**config.mk**
```make
export PLATFORM = sky130hd
export DESIGN_NAME = glay_kernel_cu
export DESIGN_NICKNAME = d
export VERILOG_FILES = /design/src/logic/glay_bus_pkg.sv /design/src/logic/glay_ctrl_pkg.sv /design/src/logic/glay_setup_fetch.sv /design/src/logic/glay_run_timer.sv /design/src/logic/glay_kernel_control.sv /design/src/logic/glay_kernel_cu.sv
export VERILOG_INCLUDE_DIRS = /design/src /design/src/logic
export SDC_FILE = /design/constraint.sdc
export NUM_CORES = 1
export LEC_CHECK = 0
export ABC_AREA = 1
export BUFFER_PORTS_ARGS = -buffer_cell sky130_fd_sc_hd__buf_4
export CORE_MARGIN = 5
export CORE_UTILIZATION = 55
export DETAILED_ROUTE_END_ITERATION = 8
export PLACE_DENSITY_LB_ADDON = 0.3
export SLEW_MARGIN = 20
export SYNTH_ARGS = -nofsm -noshare
export SYNTH_HDL_FRONTEND = slang
export SYNTH_SLANG_ARGS = --single-unit
```
**constraint.sdc**
```tcl
create_clock -name ap_clk -period 4.6 [get_ports ap_clk]
set_input_delay 0.46 -clock ap_clk [delete_from_list [all_inputs] [get_ports ap_clk]]
set_output_delay 0.46 -clock ap_clk [all_outputs]
set_load 0.01 [all_outputs]
```
**src/logic/glay_defs.svh**
```systemverilog
// ------------------------------
// Widths and run constants shared by the compute unit
// Word reads only, so the address step is one word
// GLAY_RUN_CYCLES must stay above one
// ------------------------------
`ifndef GLAY_DEFS_SVH
`define GLAY_DEFS_SVH

// ------------------------------
// Memory bus widths
// ------------------------------
`define GLAY_ADDR_W 32
`define GLAY_DATA_W 32
// Bytes per word, sets the address stride
`define GLAY_WORD_BYTES 4

// ------------------------------
// Job description and run length
// ------------------------------
// Up to 255 words per configuration block
`define GLAY_COUNT_W 8
// Fixed length of the stand-in processing interval
`define GLAY_RUN_CYCLES 64

`endif

```
**src/logic/glay_bus_pkg.sv**
```systemverilog
// ------------------------------
// Memory-side types of the compute unit
// Wishbone classic, read-only, single beat
// No byte selects, no write path, no error or retry
// ------------------------------
`include "glay_defs.svh"

package glay_bus_pkg;

  // ------------------------------
  // Plain vectors
  // ------------------------------
  // Byte address, word aligned in practice
  typedef logic [`GLAY_ADDR_W-1:0] glay_addr_t;
  // One memory word
  typedef logic [`GLAY_DATA_W-1:0] glay_data_t;

  // ------------------------------
  // Wishbone groups
  // ------------------------------
  // Master side
  // cyc and stb move together here
  typedef struct packed {
    logic       cyc;
    logic       stb;
    glay_addr_t adr;
  } glay_wb_req_t;

  // Slave side
  // dat only meaningful in the ack cycle
  typedef struct packed {
    logic       ack;
    glay_data_t dat;
  } glay_wb_resp_t;

endpackage : glay_bus_pkg

```
**src/logic/glay_ctrl_pkg.sv**
```systemverilog
// ------------------------------
// Control-side types of the compute unit
// Host handshake follows the ap_ctrl_chain style
// Descriptor base taken from the bus package by scoped name
// Compile after glay_bus_pkg
// ------------------------------
`include "glay_defs.svh"

package glay_ctrl_pkg;

  // Number of words in a configuration block
  typedef logic [`GLAY_COUNT_W-1:0] glay_count_t;

  // ------------------------------
  // Host side groups
  // ------------------------------
  // Job descriptor, valid is a level held by the host
  typedef struct packed {
    logic                     valid;
    glay_bus_pkg::glay_addr_t base;
    glay_count_t              count;
  } glay_descriptor_t;

  typedef struct packed {
    logic ap_start;
    logic ap_continue;
  } glay_control_in_t;

  // glay_start mirrors the internal start pulse
  typedef struct packed {
    logic ap_ready;
    logic ap_idle;
    logic ap_done;
    logic glay_start;
  } glay_control_out_t;

  // ------------------------------
  // State machines
  // ------------------------------
  // Host handshake
  typedef enum logic [1:0] {
    GLAY_CTRL_IDLE,
    GLAY_CTRL_ACCEPT,
    GLAY_CTRL_BUSY,
    GLAY_CTRL_DONE
  } glay_ctrl_state_e;

  // Setup reader, FINISH is the bus gap after a non-final ack
  typedef enum logic [1:0] {
    GLAY_FETCH_IDLE,
    GLAY_FETCH_REQUEST,
    GLAY_FETCH_FINISH
  } glay_fetch_state_e;

endpackage : glay_ctrl_pkg

```
**src/logic/glay_setup_fetch.sv**
```systemverilog
// ------------------------------
// Setup reader, one classic read per word
// Words read from base upward in GLAY_WORD_BYTES steps
// Signature is the XOR of all acked words
// Count zero finishes without touching the bus
// A start pulse mid-job restarts the reader
// ------------------------------
`include "glay_defs.svh"

module glay_setup_fetch (
  input  logic                          ap_clk        ,
  input  logic                          control_areset,
  input  logic                          glay_start    ,
  input  glay_bus_pkg::glay_addr_t      job_base      ,
  input  glay_ctrl_pkg::glay_count_t    job_count     ,
  input  glay_bus_pkg::glay_wb_resp_t   wb_resp       ,
  output glay_bus_pkg::glay_wb_req_t    wb_req        ,
  output glay_bus_pkg::glay_data_t      signature     ,
  output logic                          setup_done
);

// ------------------------------
// Reader state
// ------------------------------
  glay_ctrl_pkg::glay_fetch_state_e state     ;
  glay_bus_pkg::glay_addr_t         read_addr ;
  glay_ctrl_pkg::glay_count_t       words_left;
  logic                             last_word ;

  // Current read is the final one of the block
  assign last_word = (words_left == glay_ctrl_pkg::glay_count_t'(1));

// ------------------------------
// Bus drive
// ------------------------------
  // Request held steady until ack
  assign wb_req.cyc = (state == glay_ctrl_pkg::GLAY_FETCH_REQUEST);
  assign wb_req.stb = (state == glay_ctrl_pkg::GLAY_FETCH_REQUEST);
  assign wb_req.adr = read_addr;

// ------------------------------
// Sequencing
// ------------------------------
  always_ff @(posedge ap_clk) begin
    if (control_areset) begin
      state      <= glay_ctrl_pkg::GLAY_FETCH_IDLE;
      read_addr  <= '0;
      words_left <= '0;
      signature  <= '0;
      setup_done <= 1'b0;
    end else if (glay_start) begin
      // New job, fresh signature
      read_addr  <= job_base;
      words_left <= job_count;
      signature  <= '0;
      if (job_count == '0) begin
        // Nothing to read
        state      <= glay_ctrl_pkg::GLAY_FETCH_IDLE;
        setup_done <= 1'b1;
      end else begin
        state      <= glay_ctrl_pkg::GLAY_FETCH_REQUEST;
        setup_done <= 1'b0;
      end
    end else begin
      case (state)
        glay_ctrl_pkg::GLAY_FETCH_REQUEST: begin
          // Slave may stall here any number of cycles
          if (wb_resp.ack) begin
            signature  <= signature ^ wb_resp.dat;
            read_addr  <= read_addr + glay_bus_pkg::glay_addr_t'(`GLAY_WORD_BYTES);
            words_left <= words_left - glay_ctrl_pkg::glay_count_t'(1);
            if (last_word) begin
              state      <= glay_ctrl_pkg::GLAY_FETCH_IDLE;
              setup_done <= 1'b1;
            end else begin
              state <= glay_ctrl_pkg::GLAY_FETCH_FINISH;
            end
          end
        end
        // One idle bus cycle between reads
        glay_ctrl_pkg::GLAY_FETCH_FINISH: begin
          state <= glay_ctrl_pkg::GLAY_FETCH_REQUEST;
        end
        // Idle holds until the next start
        default: begin
          state <= glay_ctrl_pkg::GLAY_FETCH_IDLE;
        end
      endcase
    end
  end

endmodule : glay_setup_fetch

```
**src/logic/glay_run_timer.sv**
```systemverilog
// ------------------------------
// Run timer, stand-in for graph processing
// run_done high exactly GLAY_RUN_CYCLES cycles after start
// Held until the next start pulse
// ------------------------------
`include "glay_defs.svh"

module glay_run_timer (
  input  logic ap_clk        ,
  input  logic control_areset,
  input  logic glay_start    ,
  output logic run_done
);

  // Wide enough to hold the full run length
  localparam int unsigned TIMER_W = $clog2(`GLAY_RUN_CYCLES + 1);

  typedef logic [TIMER_W-1:0] glay_timer_t;

  logic        running    ;
  glay_timer_t cycle_count;

  always_ff @(posedge ap_clk) begin
    if (control_areset) begin
      running     <= 1'b0;
      cycle_count <= '0;
      run_done    <= 1'b0;
    end else if (glay_start) begin
      // First cycle after the pulse counts as one
      running     <= 1'b1;
      cycle_count <= glay_timer_t'(1);
      run_done    <= 1'b0;
    end else if (running) begin
      cycle_count <= cycle_count + glay_timer_t'(1);
      // Flag set at the edge ending cycle RUN_CYCLES-1
      if (cycle_count == glay_timer_t'(`GLAY_RUN_CYCLES - 1)) begin
        running  <= 1'b0;
        run_done <= 1'b1;
      end
    end
  end

endmodule : glay_run_timer

```
**src/logic/glay_kernel_control.sv**
```systemverilog
// ------------------------------
// Host handshake for one job at a time
// Host inputs registered once before use
// ap_ready and glay_start pulse together for one cycle
// ap_done held until registered ap_continue
// Done flags ignored during the accept cycle
// ------------------------------
module glay_kernel_control (
  input  logic                             ap_clk        ,
  input  logic                             control_areset,
  input  glay_ctrl_pkg::glay_control_in_t  control_in    ,
  input  glay_ctrl_pkg::glay_descriptor_t  descriptor    ,
  input  logic                             setup_done    ,
  input  logic                             run_done      ,
  output glay_ctrl_pkg::glay_control_out_t control_out   ,
  output logic                             glay_start    ,
  output glay_bus_pkg::glay_addr_t         job_base      ,
  output glay_ctrl_pkg::glay_count_t       job_count
);

// ------------------------------
// Registered host inputs
// ------------------------------
  glay_ctrl_pkg::glay_control_in_t control_in_reg;
  glay_ctrl_pkg::glay_descriptor_t descriptor_reg;
  glay_ctrl_pkg::glay_ctrl_state_e state         ;
  logic                            accept        ;

  always_ff @(posedge ap_clk) begin
    if (control_areset) begin
      control_in_reg <= '0;
    end else begin
      control_in_reg <= control_in;
    end
  end

  // Descriptor one cycle behind the host
  always_ff @(posedge ap_clk) begin
    if (control_areset) begin
      descriptor_reg.valid <= 1'b0;
    end else begin
      descriptor_reg <= descriptor;
    end
  end

  // New job seen while idle
  assign accept = (state == glay_ctrl_pkg::GLAY_CTRL_IDLE)
                & control_in_reg.ap_start & descriptor_reg.valid;

// ------------------------------
// Handshake FSM
// ------------------------------
  always_ff @(posedge ap_clk) begin
    if (control_areset) begin
      state <= glay_ctrl_pkg::GLAY_CTRL_IDLE;
    end else begin
      case (state)
        glay_ctrl_pkg::GLAY_CTRL_IDLE: begin
          if (accept) state <= glay_ctrl_pkg::GLAY_CTRL_ACCEPT;
        end
        // Single cycle with the start pulse out
        glay_ctrl_pkg::GLAY_CTRL_ACCEPT: begin
          state <= glay_ctrl_pkg::GLAY_CTRL_BUSY;
        end
        // Flags already cleared by the start pulse
        glay_ctrl_pkg::GLAY_CTRL_BUSY: begin
          if (setup_done && run_done) state <= glay_ctrl_pkg::GLAY_CTRL_DONE;
        end
        default: begin
          if (control_in_reg.ap_continue) state <= glay_ctrl_pkg::GLAY_CTRL_IDLE;
        end
      endcase
    end
  end

  // Job payload captured on acceptance
  always_ff @(posedge ap_clk) begin
    if (accept) begin
      job_base  <= descriptor_reg.base;
      job_count <= descriptor_reg.count;
    end
  end

// ------------------------------
// Outputs decoded from state
// ------------------------------
  assign glay_start             = (state == glay_ctrl_pkg::GLAY_CTRL_ACCEPT);
  assign control_out.ap_ready   = glay_start;
  assign control_out.glay_start = glay_start;
  assign control_out.ap_idle    = (state == glay_ctrl_pkg::GLAY_CTRL_IDLE);
  assign control_out.ap_done    = (state == glay_ctrl_pkg::GLAY_CTRL_DONE);

endmodule : glay_kernel_control

```
**src/logic/glay_kernel_cu.sv**
```systemverilog
// ------------------------------
// Compute unit top level
// Reader and timer start together and run side by side
// Wishbone master talks to memory directly, no cache
// One job in flight at a time
// ------------------------------
module glay_kernel_cu (
  input  logic                             ap_clk        ,
  input  logic                             control_areset,
  input  glay_ctrl_pkg::glay_control_in_t  control_in    ,
  output glay_ctrl_pkg::glay_control_out_t control_out   ,
  input  glay_ctrl_pkg::glay_descriptor_t  descriptor    ,
  input  glay_bus_pkg::glay_wb_resp_t      wb_resp       ,
  output glay_bus_pkg::glay_wb_req_t       wb_req        ,
  output glay_bus_pkg::glay_data_t         signature
);

// ------------------------------
// Internal links
// ------------------------------
  // One-cycle pulse to reader and timer
  logic                       glay_start;
  glay_bus_pkg::glay_addr_t   job_base  ;
  glay_ctrl_pkg::glay_count_t job_count ;
  // Completion levels back to control
  logic                       setup_done;
  logic                       run_done  ;

// ------------------------------
// Host handshake
// ------------------------------
  glay_kernel_control inst_glay_kernel_control (
    .ap_clk        (ap_clk        ),
    .control_areset(control_areset),
    .control_in    (control_in    ),
    .descriptor    (descriptor    ),
    .setup_done    (setup_done    ),
    .run_done      (run_done      ),
    .control_out   (control_out   ),
    .glay_start    (glay_start    ),
    .job_base      (job_base      ),
    .job_count     (job_count     )
  );

// ------------------------------
// Configuration read
// ------------------------------
  glay_setup_fetch inst_glay_setup_fetch (
    .ap_clk        (ap_clk        ),
    .control_areset(control_areset),
    .glay_start    (glay_start    ),
    .job_base      (job_base      ),
    .job_count     (job_count     ),
    .wb_resp       (wb_resp       ),
    .wb_req        (wb_req        ),
    .signature     (signature     ),
    .setup_done    (setup_done    )
  );

  // Processing stand-in
  glay_run_timer inst_glay_run_timer (
    .ap_clk        (ap_clk        ),
    .control_areset(control_areset),
    .glay_start    (glay_start    ),
    .run_done      (run_done      )
  );

endmodule : glay_kernel_cu

```
* After elaboration in Yosys (flattened, before gate mapping)
Cells that the tools add are included.
Operators by class: add/subtract/negate cells 3, bitwise gates (word level) 3, eq/ne operators 10, muxes and demuxes 25, reductions and logical operators 14
Operator list (count):
- 2-to-1 mux 32 bit | 3
- adder 32 x 3 -> 32 bit, second input constant | 1
- XOR 32 bit | 1
- 2-to-1 mux 8 bit | 3
- 2-to-1 mux 2 bit | 6
- 2-to-1 mux 1 bit | 11
- equality test 8 x 1 -> 1 bit, second input constant | 1
- zero test 8 bit | 1
- nonzero test 2 bit | 4
- subtractor 8 x 1 -> 8 bit, second input constant | 1
- adder 7 x 1 -> 7 bit, second input constant | 1
- equality test 7 x 6 -> 1 bit, second input constant | 1
- equality test 2 bit, second input constant | 3
- one-hot mux 2 bit (3 select lines) | 1
- AND reduction 2 bit | 3
- AND reduction 3 bit | 2
- equality test 2 x 1 -> 1 bit, second input constant | 2
- inequality test 2 x 1 -> 1 bit, second input constant | 2
- one-hot mux 2 bit (2 select lines) | 1
- nonzero test 4 bit | 1
- inequality test 3 x 2 -> 1 bit, second input constant | 1
- AND 1 bit | 2
- zero test 2 bit | 1
- OR reduction 2 bit | 1
- logical AND 1 bit | 1
Storage, ports and cells: output and inout bits 70, bits in registers 169

* Logic depth before layout (Yosys ltp)
Gate-level depths: netlist of run 1.
depth in word-level cells 5, depth in mapped cells 10, mapped depth without buffers 9

* Hierarchy
Synthesis of run 1 repeated with hierarchy kept, for this count alone.
Unflattened totals: cells, all modules 859, area, all modules 7475.9 um^2
Modules (own cells, without submodules):
- glay_setup_fetch | sequential area each 1501.4 um^2, cells an instance 683, area an instance 4341.7 um^2, instances 1
- glay_kernel_control | sequential area each 2502.4 um^2, cells an instance 119, area an instance 2691.3 um^2, instances 1
- glay_run_timer | sequential area each 180.2 um^2, cells an instance 57, area an instance 442.9 um^2, instances 1

* Least setup slack after synthesis of run 1
No wires, ideal clock.
path type register -> register, start point register inst_glay_kernel_control.state[0], end point register inst_glay_kernel_control.job_base[0], enable pin, stages on the path, launching flop included 5, buffers on the path 0, setup slack 0.611 ns, arrival 3.502 ns, setup time 0.487 ns, path through dfxtp_1 > inv_1 > ha_1 > inv_1 > nor3_1
RTL lines:
- start: declaration | line glay_kernel_control.sv:26 | glay_ctrl_pkg::glay_ctrl_state_e state ;
- start signal: assignment | line glay_kernel_control.sv:55 | state <= glay_ctrl_pkg::GLAY_CTRL_IDLE;
- start signal: assignment | line glay_kernel_control.sv:59 | if (accept) state <= glay_ctrl_pkg::GLAY_CTRL_ACCEPT;
- start signal: assignment | line glay_kernel_control.sv:63 | state <= glay_ctrl_pkg::GLAY_CTRL_BUSY;
- end signal: assignment | line glay_kernel_control.sv:79 | job_base <= descriptor_reg.base;
- end: declaration | line glay_kernel_control.sv:17 | output glay_bus_pkg::glay_addr_t job_base ,

* Worst setup path in the final report of run 1
start point register inst_glay_kernel_control.state[1], end point register inst_glay_setup_fetch.read_addr[8]
Between the ends: longest elaborated chain between the ends 3
Ends and longest elaborated chain:
- equality test 2 x 1 -> 1 bit * | line glay_kernel_control.sv:87 | assign glay_start = (state == glay_ctrl_pkg::GLAY_CTRL_ACCEPT);
- nonzero test 2 bit (no source line)
- AND reduction 2 bit (no source line)
- end signal: assignment | line glay_setup_fetch.sv:53 | read_addr <= job_base;
- end signal: assignment | line glay_setup_fetch.sv:70 | read_addr <= read_addr + glay_bus_pkg::glay_addr_t'(`GLAY_WORD_BYTES);
- end: declaration | line glay_setup_fetch.sv:26 | glay_bus_pkg::glay_addr_t read_addr ;
Mark *: on every way between the ends. The rest lies on a longest branch, timed or not. A chain may end at the register's enable or synchronous reset.

==> results.sh, run 1 <==
export IMPL_cts_root_buffer_cell="clkbuf_16"
export IMPL_avgRoutedWirePerCell_um=13.5
export IMPL_cp_arrival_ps=3250
export IMPL_async_flop_share=0
export IMPL_antenna_found_initial=0
export IMPL_min_path_type="in -> reg"
export IMPL_start_util=0.556
export IMPL_remaining_drc_errors=0
export IMPL_ys_seq_elements=169
export IMPL_ys_types=33
export IMPL_gr_usage_all_layers=0.206
export IMPL_num_io_pins=148
export IMPL_cellPowerDensity_nw_per_um2=462
export IMPL_required_ps=4890
export IMPL_synth_ff_type="dfxtp_1"
export IMPL_ctsHoldBuffers=0
export IMPL_path_depth=7
export IMPL_cts_setup_buffers=0
export IMPL_synth_area_leaders="edfxtp_1 (33%), dfxtp_1 (24%), nand2_1 (10%)"
export IMPL_tightestPinTransition_ps=1060
export IMPL_yosysSeqAreaShare=0.575
export IMPL_peakVddDrop_v=0.000334
export IMPL_rsz0062_at_grt="no"
export IMPL_p_leak_uw=0.00354
export IMPL_areaGrowthSynthToFinish_pct=24.4
export IMPL_yosys_area_share_simple=0.220
export IMPL_finalHoldViolations=0
export IMPL_synth_edf_count=80
export IMPL_cts_tree="built"
export IMPL_clkTransAtPathRegs_ps=60
export IMPL_crit_family="buffers and inverters"
export IMPL_grt_max_degree=68
export IMPL_netlist_area_leader_share=0.330
export IMPL_hold_ws_ps=210
export IMPL_num_nets_final=1064
export IMPL_postRouteAntennaNets=0
export IMPL_numClockSinks=169
export IMPL_grt_first_pass_wirelength_um=26500
export IMPL_insertion_delay_ps=420
export IMPL_clockBufferDepth=2
export IMPL_design_die_area_um2=15600
export IMPL_drive_above_1_share=0.206
export IMPL_status="completed"
export IMPL_min_delay_path_depth=1
export IMPL_fp_dieH_um=125
export IMPL_drtIter0Drc=486
export IMPL_maxSlewHeadroom=0.292
export IMPL_fin_setup_tns_ps=0
export IMPL_maxCapViolCount=0
export IMPL_clock_fmax_mhz=338
export IMPL_min_from="descriptor[3]"
export IMPL_synth_most_common_cell="nand2_1"
export IMPL_setup_viol=0
export IMPL_syn_avg_cell_area_um2=8.71
export IMPL_fin_crit_sh=0.644
export IMPL_max_stage_delay_ps=800
export IMPL_synth_compound_area_frac=0.0966
export IMPL_first_pass_iters=5
export IMPL_num_rows=42
export IMPL_synth_mux_area_frac=0
export IMPL_synth_xor_xnor_area_share=0.00963
export IMPL_critPathBufInv=3
export IMPL_cp_startpoint="inst_glay_kernel_control.state[1]$_SDFFE_PP0P_"
export IMPL_portBuffers=147
export IMPL_crit_path_top_delay_cell="ha_2"
export IMPL_routed_wl_um=15700
export IMPL_slew_viol_final=0
export IMPL_crit_type="reg -> reg"
export IMPL_numCtsBuffers=17
export IMPL_place_inst=1132
export IMPL_n_antenna_cell=0
export IMPL_ys_warnings_count=0
export IMPL_yosys_area_share_adder=0.0189
export IMPL_final_cells=1164
export IMPL_ys_top_cells_by_count="nand2_1 (203), inv_1 (114), dfxtp_1 (89), nand3_1 (81), edfxtp_1 (80)"
export IMPL_path_cells="inv_1 -> ha_2 -> inv_2 -> nand2_1 -> inv_1 -> nand2_1 -> a31oi_1"
export IMPL_cp_max_fo=46
export IMPL_htreeDepth=4
export IMPL_largest_reg_flops=41
export IMPL_cts_resized=0
export IMPL_yosys_area_top_type="edfxtp_1"
export IMPL_syn_area_um2=7280
export IMPL_crit_reg2reg_launch="inst_glay_kernel_control.state[1]$_SDFFE_PP0P_"
export IMPL_grt_ovfl_total=0
export IMPL_die_x_um=125
export IMPL_worstSetupStartpointType="register"
export IMPL_fin_crit_ps=2960
export IMPL_gp_congestion=0.893
export IMPL_core_area_um2=13100
export IMPL_rr_worst_depth=7
export IMPL_vias_per_cell=5.11
export IMPL_grt_pass1_vias=5550
export IMPL_dpl_hpwl_um=10700
export IMPL_fin_skew_ps=13.7
export IMPL_synth_top_family_by_area="simple AND/OR/NAND/NOR gates"
export IMPL_cp_end_kind="register"
export IMPL_syn_inst=836
export IMPL_num_vias=5946
export IMPL_synthesis_nets=925
-- metal layers --
layer / share of wire / up-vias / GRT usage
met1: 0.43 / 2726 / 0.273
met2: 0.47 / 202 / 0.324
met4: 0.016 / 0 / 0.0772
met5: 0 / - / 0
met3: 0.076 / 26 / 0.0584
li1: - / 2992 / -
-- layout make-up --
type / count / area (um^2)
well taps: 176 / 220
inverters: 115 / 432
fillers: 1010 / 4030
clock buffers: 17 / 425
repair buffers: 151 / 1130
flip-flops and latches: 169 / 4180
clock inverters: 15 / 141
multi-input cells: 521 / 2520
-- final timing paths --
kind / slack (ps) / end
worst max-delay path: 1640 / inst_glay_setup_fetch.read_addr[8]$_SDFFE_PP0P_
worst min register to register: 420 / inst_glay_kernel_control.job_base[12]$_DFFE_PP_
worst max register to register: 1640 / inst_glay_setup_fetch.read_addr[8]$_SDFFE_PP0P_
worst min-delay path: 210 / inst_glay_kernel_control.descriptor_reg[3]$_DFFE_PN_
-- per-stage QoR --
stage / area [um^2] / worst slack [ps] / util / total power (uW)
finish: 9050 / 1640 / 0.692 / 4180
global route: 9050 / 1260 / 0.692 / 4430
CTS: 9050 / 1630 / 0.692 / 4210
detailed placement: 8490 / 1640 / 0.649 / 2840
global placement: 8490 / 1800 / 0.649 / 2810
floorplan: 7280 / 611 / - / 2490
-- report_power, final --
group	internal [uW]	switching, uW	total, uW
clock	757	609	1370
sequential	1750	143	1890
combinational	368	560	928
-- layout by cell type (no fill, tap or decap), drive strengths merged, types with 2 or more instances in the layout --
master    synthesis  routed
nor3              6       6
xnor2             2       2
a22oi             2       2
o21a              3       3
nand2           208     208
ha               11      11
buf              18     151
xor2              6       6
dfxtp            89      89
edfxtp           80      80
o21ai            43      43
clkinv            0       7
clkbuf           13      17
a21oi            72      72
clkinvlp          0       2
a31oi            10      10
inv             115     120
nand3            81      81
and2              2       2
nand4             3       3
nor2             67      67
-- cell families (layout without fill, tap and decap cells) --
kind of cell               after synthesis  in the layout
AOI/OAI and AO/OA                      133            133
xor gates and xnor gates                 8              8
adders and majority gates               11             11
buffers and inverters                  146            298
DFF                                    169            169
and+or+nand+nor                        369            369
(Power assumes the default switching activity.)
==> inputs of run 2 (changes only) <==
ABC_AREA = 0   (was 1)
CORE_UTILIZATION = 49   (was 55)
clock period = 2.4 ns   (was 4.6 ns; I/O delays follow)
==> run 2 against run 1 <==
Against the previous run: utilization shrank 2.9 points; synthesized cell count shrank 27%; cell count is 15% lower; sequential power grew 100%; sequential cell count did not move; maximum frequency rose by 42%; total power rose by 110%; critical path depth decreased by 3; clock power up 100%; combinational power grew 130%.
==> results.sh, run 2 <==
export IMPL_status="completed"
export IMPL_insertion_delay_ps=420
export IMPL_ys_seq_elements=169
export IMPL_syn_avg_cell_area_um2=11.3
export IMPL_maxSlewHeadroom=0.602
export IMPL_fin_setup_tns_ps=0
export IMPL_grt_pass1_vias=5282
export IMPL_cts_tree="built"
export IMPL_crit_family="simple AND/OR/NAND/NOR gates"
export IMPL_ys_warnings_count=0
export IMPL_slew_viol_final=0
export IMPL_design_die_area_um2=16400
export IMPL_clockBufferDepth=2
export IMPL_critPathBufInv=0
export IMPL_antenna_found_initial=0
export IMPL_dpl_hpwl_um=10900
export IMPL_synth_xor_xnor_area_share=0.0666
export IMPL_cp_arrival_ps=2420
export IMPL_yosys_area_share_simple=0.175
export IMPL_synth_area_leaders="edfxtp_1 (35%), dfxtp_1 (26%), xor2_1 (5.3%)"
export IMPL_p_leak_uw=0.00352
export IMPL_portBuffers=147
export IMPL_areaGrowthSynthToFinish_pct=33.6
export IMPL_grt_first_pass_wirelength_um=25800
export IMPL_die_x_um=128
export IMPL_min_path_type="in -> reg"
export IMPL_hold_end="inst_glay_kernel_control.control_in_reg[0]$_SDFF_PP0_"
export IMPL_num_rows=43
export IMPL_numCtsBuffers=17
export IMPL_ys_top_cells_by_count="dfxtp_1 (89), edfxtp_1 (80), nor2_1 (73), nand2_1 (69), xor2_1 (41)"
export IMPL_gr_usage_all_layers=0.199
export IMPL_fin_crit_sh=0.870
export IMPL_maxCapViolCount=0
export IMPL_synth_compound_area_frac=0.0838
export IMPL_synth_edf_count=80
export IMPL_fin_skew_ps=8.99
export IMPL_cp_max_fo=8
export IMPL_clock_fmax_mhz=479
export IMPL_path_cells="nand4_4 -> or4_4 -> or3_2 -> a311oi_1"
export IMPL_worstSetupStartpointType="register"
export IMPL_numClockSinks=169
export IMPL_synthesis_nets=696
export IMPL_n_fill_cell=1051
export IMPL_max_stage_delay_ps=590
export IMPL_num_vias=5229
export IMPL_ys_types=55
export IMPL_start_util=0.496
export IMPL_required_ps=2730
export IMPL_tightestPinTransition_ps=591
export IMPL_place_inst=918
export IMPL_first_pass_iters=5
export IMPL_remaining_drc_errors=0
export IMPL_synth_mux_area_frac=0.00878
export IMPL_r2r_end="inst_glay_setup_fetch.read_addr[23]$_SDFFE_PP0P_"
export IMPL_r2r_slack_ps=310
export IMPL_min_delay_path_depth=2
export IMPL_vias_per_cell=5.28
export IMPL_cts_root_buffer_cell="clkbuf_16"
export IMPL_cp_startpoint="inst_glay_setup_fetch.read_addr[14]$_SDFFE_PP0P_"
export IMPL_yosys_area_share_adder=0.0201
export IMPL_clkTransAtPathRegs_ps=70
export IMPL_htreeDepth=4
export IMPL_final_common_cell="buf_4"
export IMPL_netlist_area_leader_share=0.351
export IMPL_crit_path_top_delay_cell="or4_4"
export IMPL_synth_ff_type="dfxtp_1"
export IMPL_multi_input_area_um2=2420
export IMPL_final_cells=990
export IMPL_syn_inst=607
export IMPL_num_nets_final=886
export IMPL_cp_end_kind="register"
export IMPL_register_area_um2=4180
export IMPL_peakVddDrop_v=0.000646
export IMPL_n_antenna_cell=0
export IMPL_synth_top_family_by_area="simple AND/OR/NAND/NOR gates"
export IMPL_synth_most_common_cell="dfxtp_1"
export IMPL_grt_max_degree=43
export IMPL_num_io_pins=148
export IMPL_grt_ovfl_total=0
export IMPL_finalHoldViolations=0
export IMPL_fin_crit_ps=2090
export IMPL_fp_dieH_um=128
export IMPL_rsz0062_at_grt="no"
export IMPL_yosys_area_top_type="edfxtp_1"
export IMPL_crit_type="reg -> reg"
export IMPL_largest_reg_flops=41
export IMPL_postRouteAntennaNets=0
export IMPL_drive_above_1_share=0.249
export IMPL_yosysSeqAreaShare=0.612
export IMPL_drtIter0Drc=430
export IMPL_async_flop_share=0
export IMPL_avgRoutedWirePerCell_um=16.1
export IMPL_routed_wl_um=15900
export IMPL_rr_worst_depth=4
export IMPL_gp_congestion=0.854
export IMPL_final_cell_mix="buf_4 (161), dfxtp_1 (89), edfxtp_1 (80), nor2_1 (73), nand2_1 (69)"
export IMPL_core_area_um2=13800
export IMPL_crit_reg2reg_launch="inst_glay_setup_fetch.read_addr[14]$_SDFFE_PP0P_"
export IMPL_setup_viol=0
export IMPL_syn_area_um2=6840
export IMPL_min_from="control_in[0]"
export IMPL_cellPowerDensity_nw_per_um2=960
[run 2: changes by cell type in the layout (fill, tap and decap cells not counted), moves of 32 or more]
cell,delta
xor2_1,+35
o21ai_0,-32
dlygate4sd3_1,+40
nand3_1,-69
nand2_1,-134
a21oi_1,-55
inv_1,-96
[run 2: kinds of logic (layout without fill, tap and decap cells)]
logic type / count (synthesis) / in the layout
simple gates: 240 / 240
flops: 169 / 169
compound gates: 81 / 81
xor+xnor: 52 / 52
buf+inv: 48 / 251
fa+ha+maj: 11 / 11
mux: 6 / 6
[run 2: timing repair]
action | CTS | global route
setup buffers | 0 | 0
gates resized for setup | 0 | 0
endpoints found under the hold margin | 40 | 0
hold buffers | 40 | 0
[run 2: area by class of cell]
cell class | count | area share
clock buffer | 19 | 0.0474
clock inverter | 13 | 0.0189
inverter | 17 | 0.00699
multi-input combinational | 390 | 0.265
sequential | 169 | 0.458
tap | 180 | 0.0247
timing repair buffer | 202 | 0.178
[run 2: metal layers]
layer / GRT usage / wire length (um)
met5: 0 / 0
met4: 0.0868 / 452
met3: 0.0608 / 1050
met1: 0.240 / 6540
met2: 0.329 / 7860
[run 2: power by group]
group          leakage, uW  switching, uW  total (uW)  internal (uW)
Clock             0.000287           1120        2770           1650
Sequential         0.00148            439        3870           3430
Combinational      0.00175           1110        2120           1010
[run 2: metrics by stage]
step / setup WS (ps) / utilization / hold WS (ps) / instance area, um^2 / total power [uW]
global route: 172 / 0.663 / 25.3 / 9130 / 9220
CTS: 317 / 0.663 / 18.4 / 9130 / 8820
finish: 313 / 0.663 / 30.1 / 9130 / 8760
detailed placement: 325 / 0.590 / 405 / 8130 / 5980
floorplan: 285 / - / 339 / 6840 / 5110
global placement: 380 / 0.590 / 401 / 8130 / 5890
[run 2: how the worst max path moves through the flow]
stage	endpoint	depth (start not counted)
2_1_floorplan	inst_glay_kernel_control.job_base[0]$_DFFE_PP_	3
3_3_place_gp	inst_glay_setup_fetch.read_addr[25]$_SDFFE_PP0P_	4
3_5_place_dp	inst_glay_setup_fetch.read_addr[16]$_SDFFE_PP0P_	5
4_1_cts	inst_glay_setup_fetch.read_addr[25]$_SDFFE_PP0P_	4
5_1_grt	inst_glay_setup_fetch.read_addr[16]$_SDFFE_PP0P_	5
6_report	inst_glay_setup_fetch.read_addr[23]$_SDFFE_PP0P_	4
[run 2: worst reg2reg max path: cells and delay by family (launching register included)]
family	cells	cell delay (ps)
AND/OR/NAND/NOR	3	1230
AO/OA/AOI/OAI	1	260
flip-flops	1	490
==> inputs of run 3 (changes only) <==
PLACE_DENSITY = 0.76   (was not set)
PLACE_DENSITY_LB_ADDON = not set   (was 0.3)
==> run 3 against run 2 <==
Against the previous run: via count is 1.9% higher; utilization is 0.51 points lower; cell count is 0.10% lower; critical path type unchanged; maximum frequency is 4.6% lower.
==> results.sh, run 3 (synthesized netlist as in run 2, its figures left out) <==
export IMPL_status="completed"
export IMPL_drive_above_1_share=0.252
export IMPL_final_cell_mix="buf_4 (161), dfxtp_1 (89), edfxtp_1 (80), nor2_1 (73), nand2_1 (69)"
export IMPL_postRouteAntennaNets=0
export IMPL_clockBufferDepth=2
export IMPL_cts_root_buffer_cell="clkbuf_16"
export IMPL_dpl_hpwl_um=11300
export IMPL_tightestPinTransition_ps=649
export IMPL_min_delay_path_depth=2
export IMPL_grt_max_degree=54
export IMPL_fin_crit_sh=0.911
export IMPL_cp_arrival_ps=2470
export IMPL_maxSlewHeadroom=0.564
export IMPL_cts_tree="built"
export IMPL_min_from="descriptor[40]"
export IMPL_cp_end_kind="register"
export IMPL_start_util=0.496
export IMPL_antenna_found_initial=0
export IMPL_slew_viol_final=0
export IMPL_htreeDepth=4
export IMPL_gp_congestion=0.857
export IMPL_cellPowerDensity_nw_per_um2=947
export IMPL_fp_dieH_um=128
export IMPL_portBuffers=147
export IMPL_gr_usage_all_layers=0.204
export IMPL_num_nets_final=885
export IMPL_fin_setup_tns_ps=0
export IMPL_areaGrowthSynthToFinish_pct=32.5
export IMPL_register_area_um2=4180
export IMPL_grt_first_pass_wirelength_um=26400
export IMPL_r2r_slack_ps=210
export IMPL_clkTransAtPathRegs_ps=70
export IMPL_n_fill_cell=1022
export IMPL_crit_type="reg -> reg"
export IMPL_fin_skew_ps=7.46
export IMPL_r2r_end="inst_glay_setup_fetch.read_addr[16]$_SDFFE_PP0P_"
export IMPL_largest_reg_flops=41
export IMPL_peakVddDrop_v=0.000614
export IMPL_required_ps=2680
export IMPL_ctsHoldBuffers=40
export IMPL_clock_fmax_mhz=457
export IMPL_cp_startpoint="inst_glay_setup_fetch.read_addr[2]$_SDFFE_PP0P_"
export IMPL_vias_per_cell=5.39
export IMPL_num_io_pins=148
export IMPL_insertion_delay_ps=430
export IMPL_numCtsBuffers=17
export IMPL_hold_ws_ps=20.3
export IMPL_fin_crit_ps=2190
export IMPL_core_area_um2=13800
export IMPL_hold_end="inst_glay_kernel_control.descriptor_reg[40]$_SDFF_PP0_"
export IMPL_maxCapViolCount=0
export IMPL_grt_pass1_vias=5399
export IMPL_remaining_drc_errors=0
export IMPL_n_antenna_cell=0
export IMPL_first_pass_iters=7
export IMPL_design_die_area_um2=16400
export IMPL_routed_wl_um=16300
export IMPL_grt_ovfl_total=0
export IMPL_multi_input_area_um2=2420
export IMPL_crit_reg2reg_launch="inst_glay_setup_fetch.read_addr[2]$_SDFFE_PP0P_"
export IMPL_p_leak_uw=0.00349
export IMPL_cts_resized=0
export IMPL_setup_viol=0
export IMPL_die_x_um=128
export IMPL_cts_setup_buffers=0
export IMPL_finalHoldViolations=0
export IMPL_fin_util=0.658
export IMPL_min_path_type="in -> reg"
export IMPL_num_rows=43
export IMPL_drtIter0Drc=515
export IMPL_final_common_cell="buf_4"
export IMPL_cp_max_fo=7
export IMPL_rr_worst_depth=5
export IMPL_rsz0062_at_grt="no"
export IMPL_avgRoutedWirePerCell_um=16.4
export IMPL_num_vias=5328
export IMPL_worstSetupStartpointType="register"
export IMPL_numClockSinks=169
==> run 3: cell types whose count changed in the layout (fill, tap and decap cells not counted), sizes merged <==
cell	before	now
inv	17	27
clkbuf	19	18
clkinvlp	2	1
bufinv	3	0
clkinv	8	3
buf	162	161
==> run 3: worst max-delay path, cell delays in order (launching register included) <==
cell and delay [ps]:
dfxtp_1 440, ha_1 250, nand3_1 220, nor3_1 500, a211oi_1 180, a2111oi_0 450
==> run 3: layout make-up <==
type,instances,share of cell area
Sequential cell,169,0.462
Inverter,17,0.00704
Tap cell,180,0.0249
Clock inverter,14,0.0139
Timing Repair Buffer,201,0.178
Multi-Input combinational cell,390,0.267
Clock buffer,18,0.0474
==> run 3: worst max path at each step <==
stage / endpoint / slack (ps) / cells past startpoint
floorplan: inst_glay_kernel_control.job_base[0]$_DFFE_PP_ / 280 / 3
global placement: inst_glay_setup_fetch.read_addr[25]$_SDFFE_PP0P_ / 400 / 4
detailed placement: inst_glay_setup_fetch.words_left[5]$_SDFFE_PP0P_ / 300 / 8
CTS: inst_glay_setup_fetch.read_addr[23]$_SDFFE_PP0P_ / 270 / 4
global route: inst_glay_setup_fetch.read_addr[16]$_SDFFE_PP0P_ / 100 / 5
finish: inst_glay_setup_fetch.read_addr[16]$_SDFFE_PP0P_ / 210 / 5
==> run 3: power breakdown <==
| group | leakage, uW | switching, uW | internal [uW] | total, uW |
|---|---|---|---|---|
| clock network | 0.000272 | 1200 | 1370 | 2570 |
| registers | 0.00148 | 441 | 3430 | 3870 |
| logic | 0.00175 | 1140 | 996 | 2140 |
==> run 3: routing by layer <==
layer,share of wire,vias to the layer above,track usage,wire (um)
li1,-,2566,-,-
met1,0.39,2524,0.243,6400
met2,0.52,200,0.339,8440
met3,0.055,38,0.0554,886
met4,0.032,0,0.103,525
met5,0,-,0,0
==> run 3: stage by stage <==
step | total power [uW] | std cells | setup slack [ps] | cell area, um^2
global placement | 5870 | 917 | 401 | 8110
CTS | 8620 | 989 | 273 | 9060
detailed placement | 5990 | 917 | 301 | 8110
global route | 9030 | 989 | 102 | 9060
finish | 8580 | 989 | 213 | 9060
floorplan | 5110 | 607 | 285 | 6840
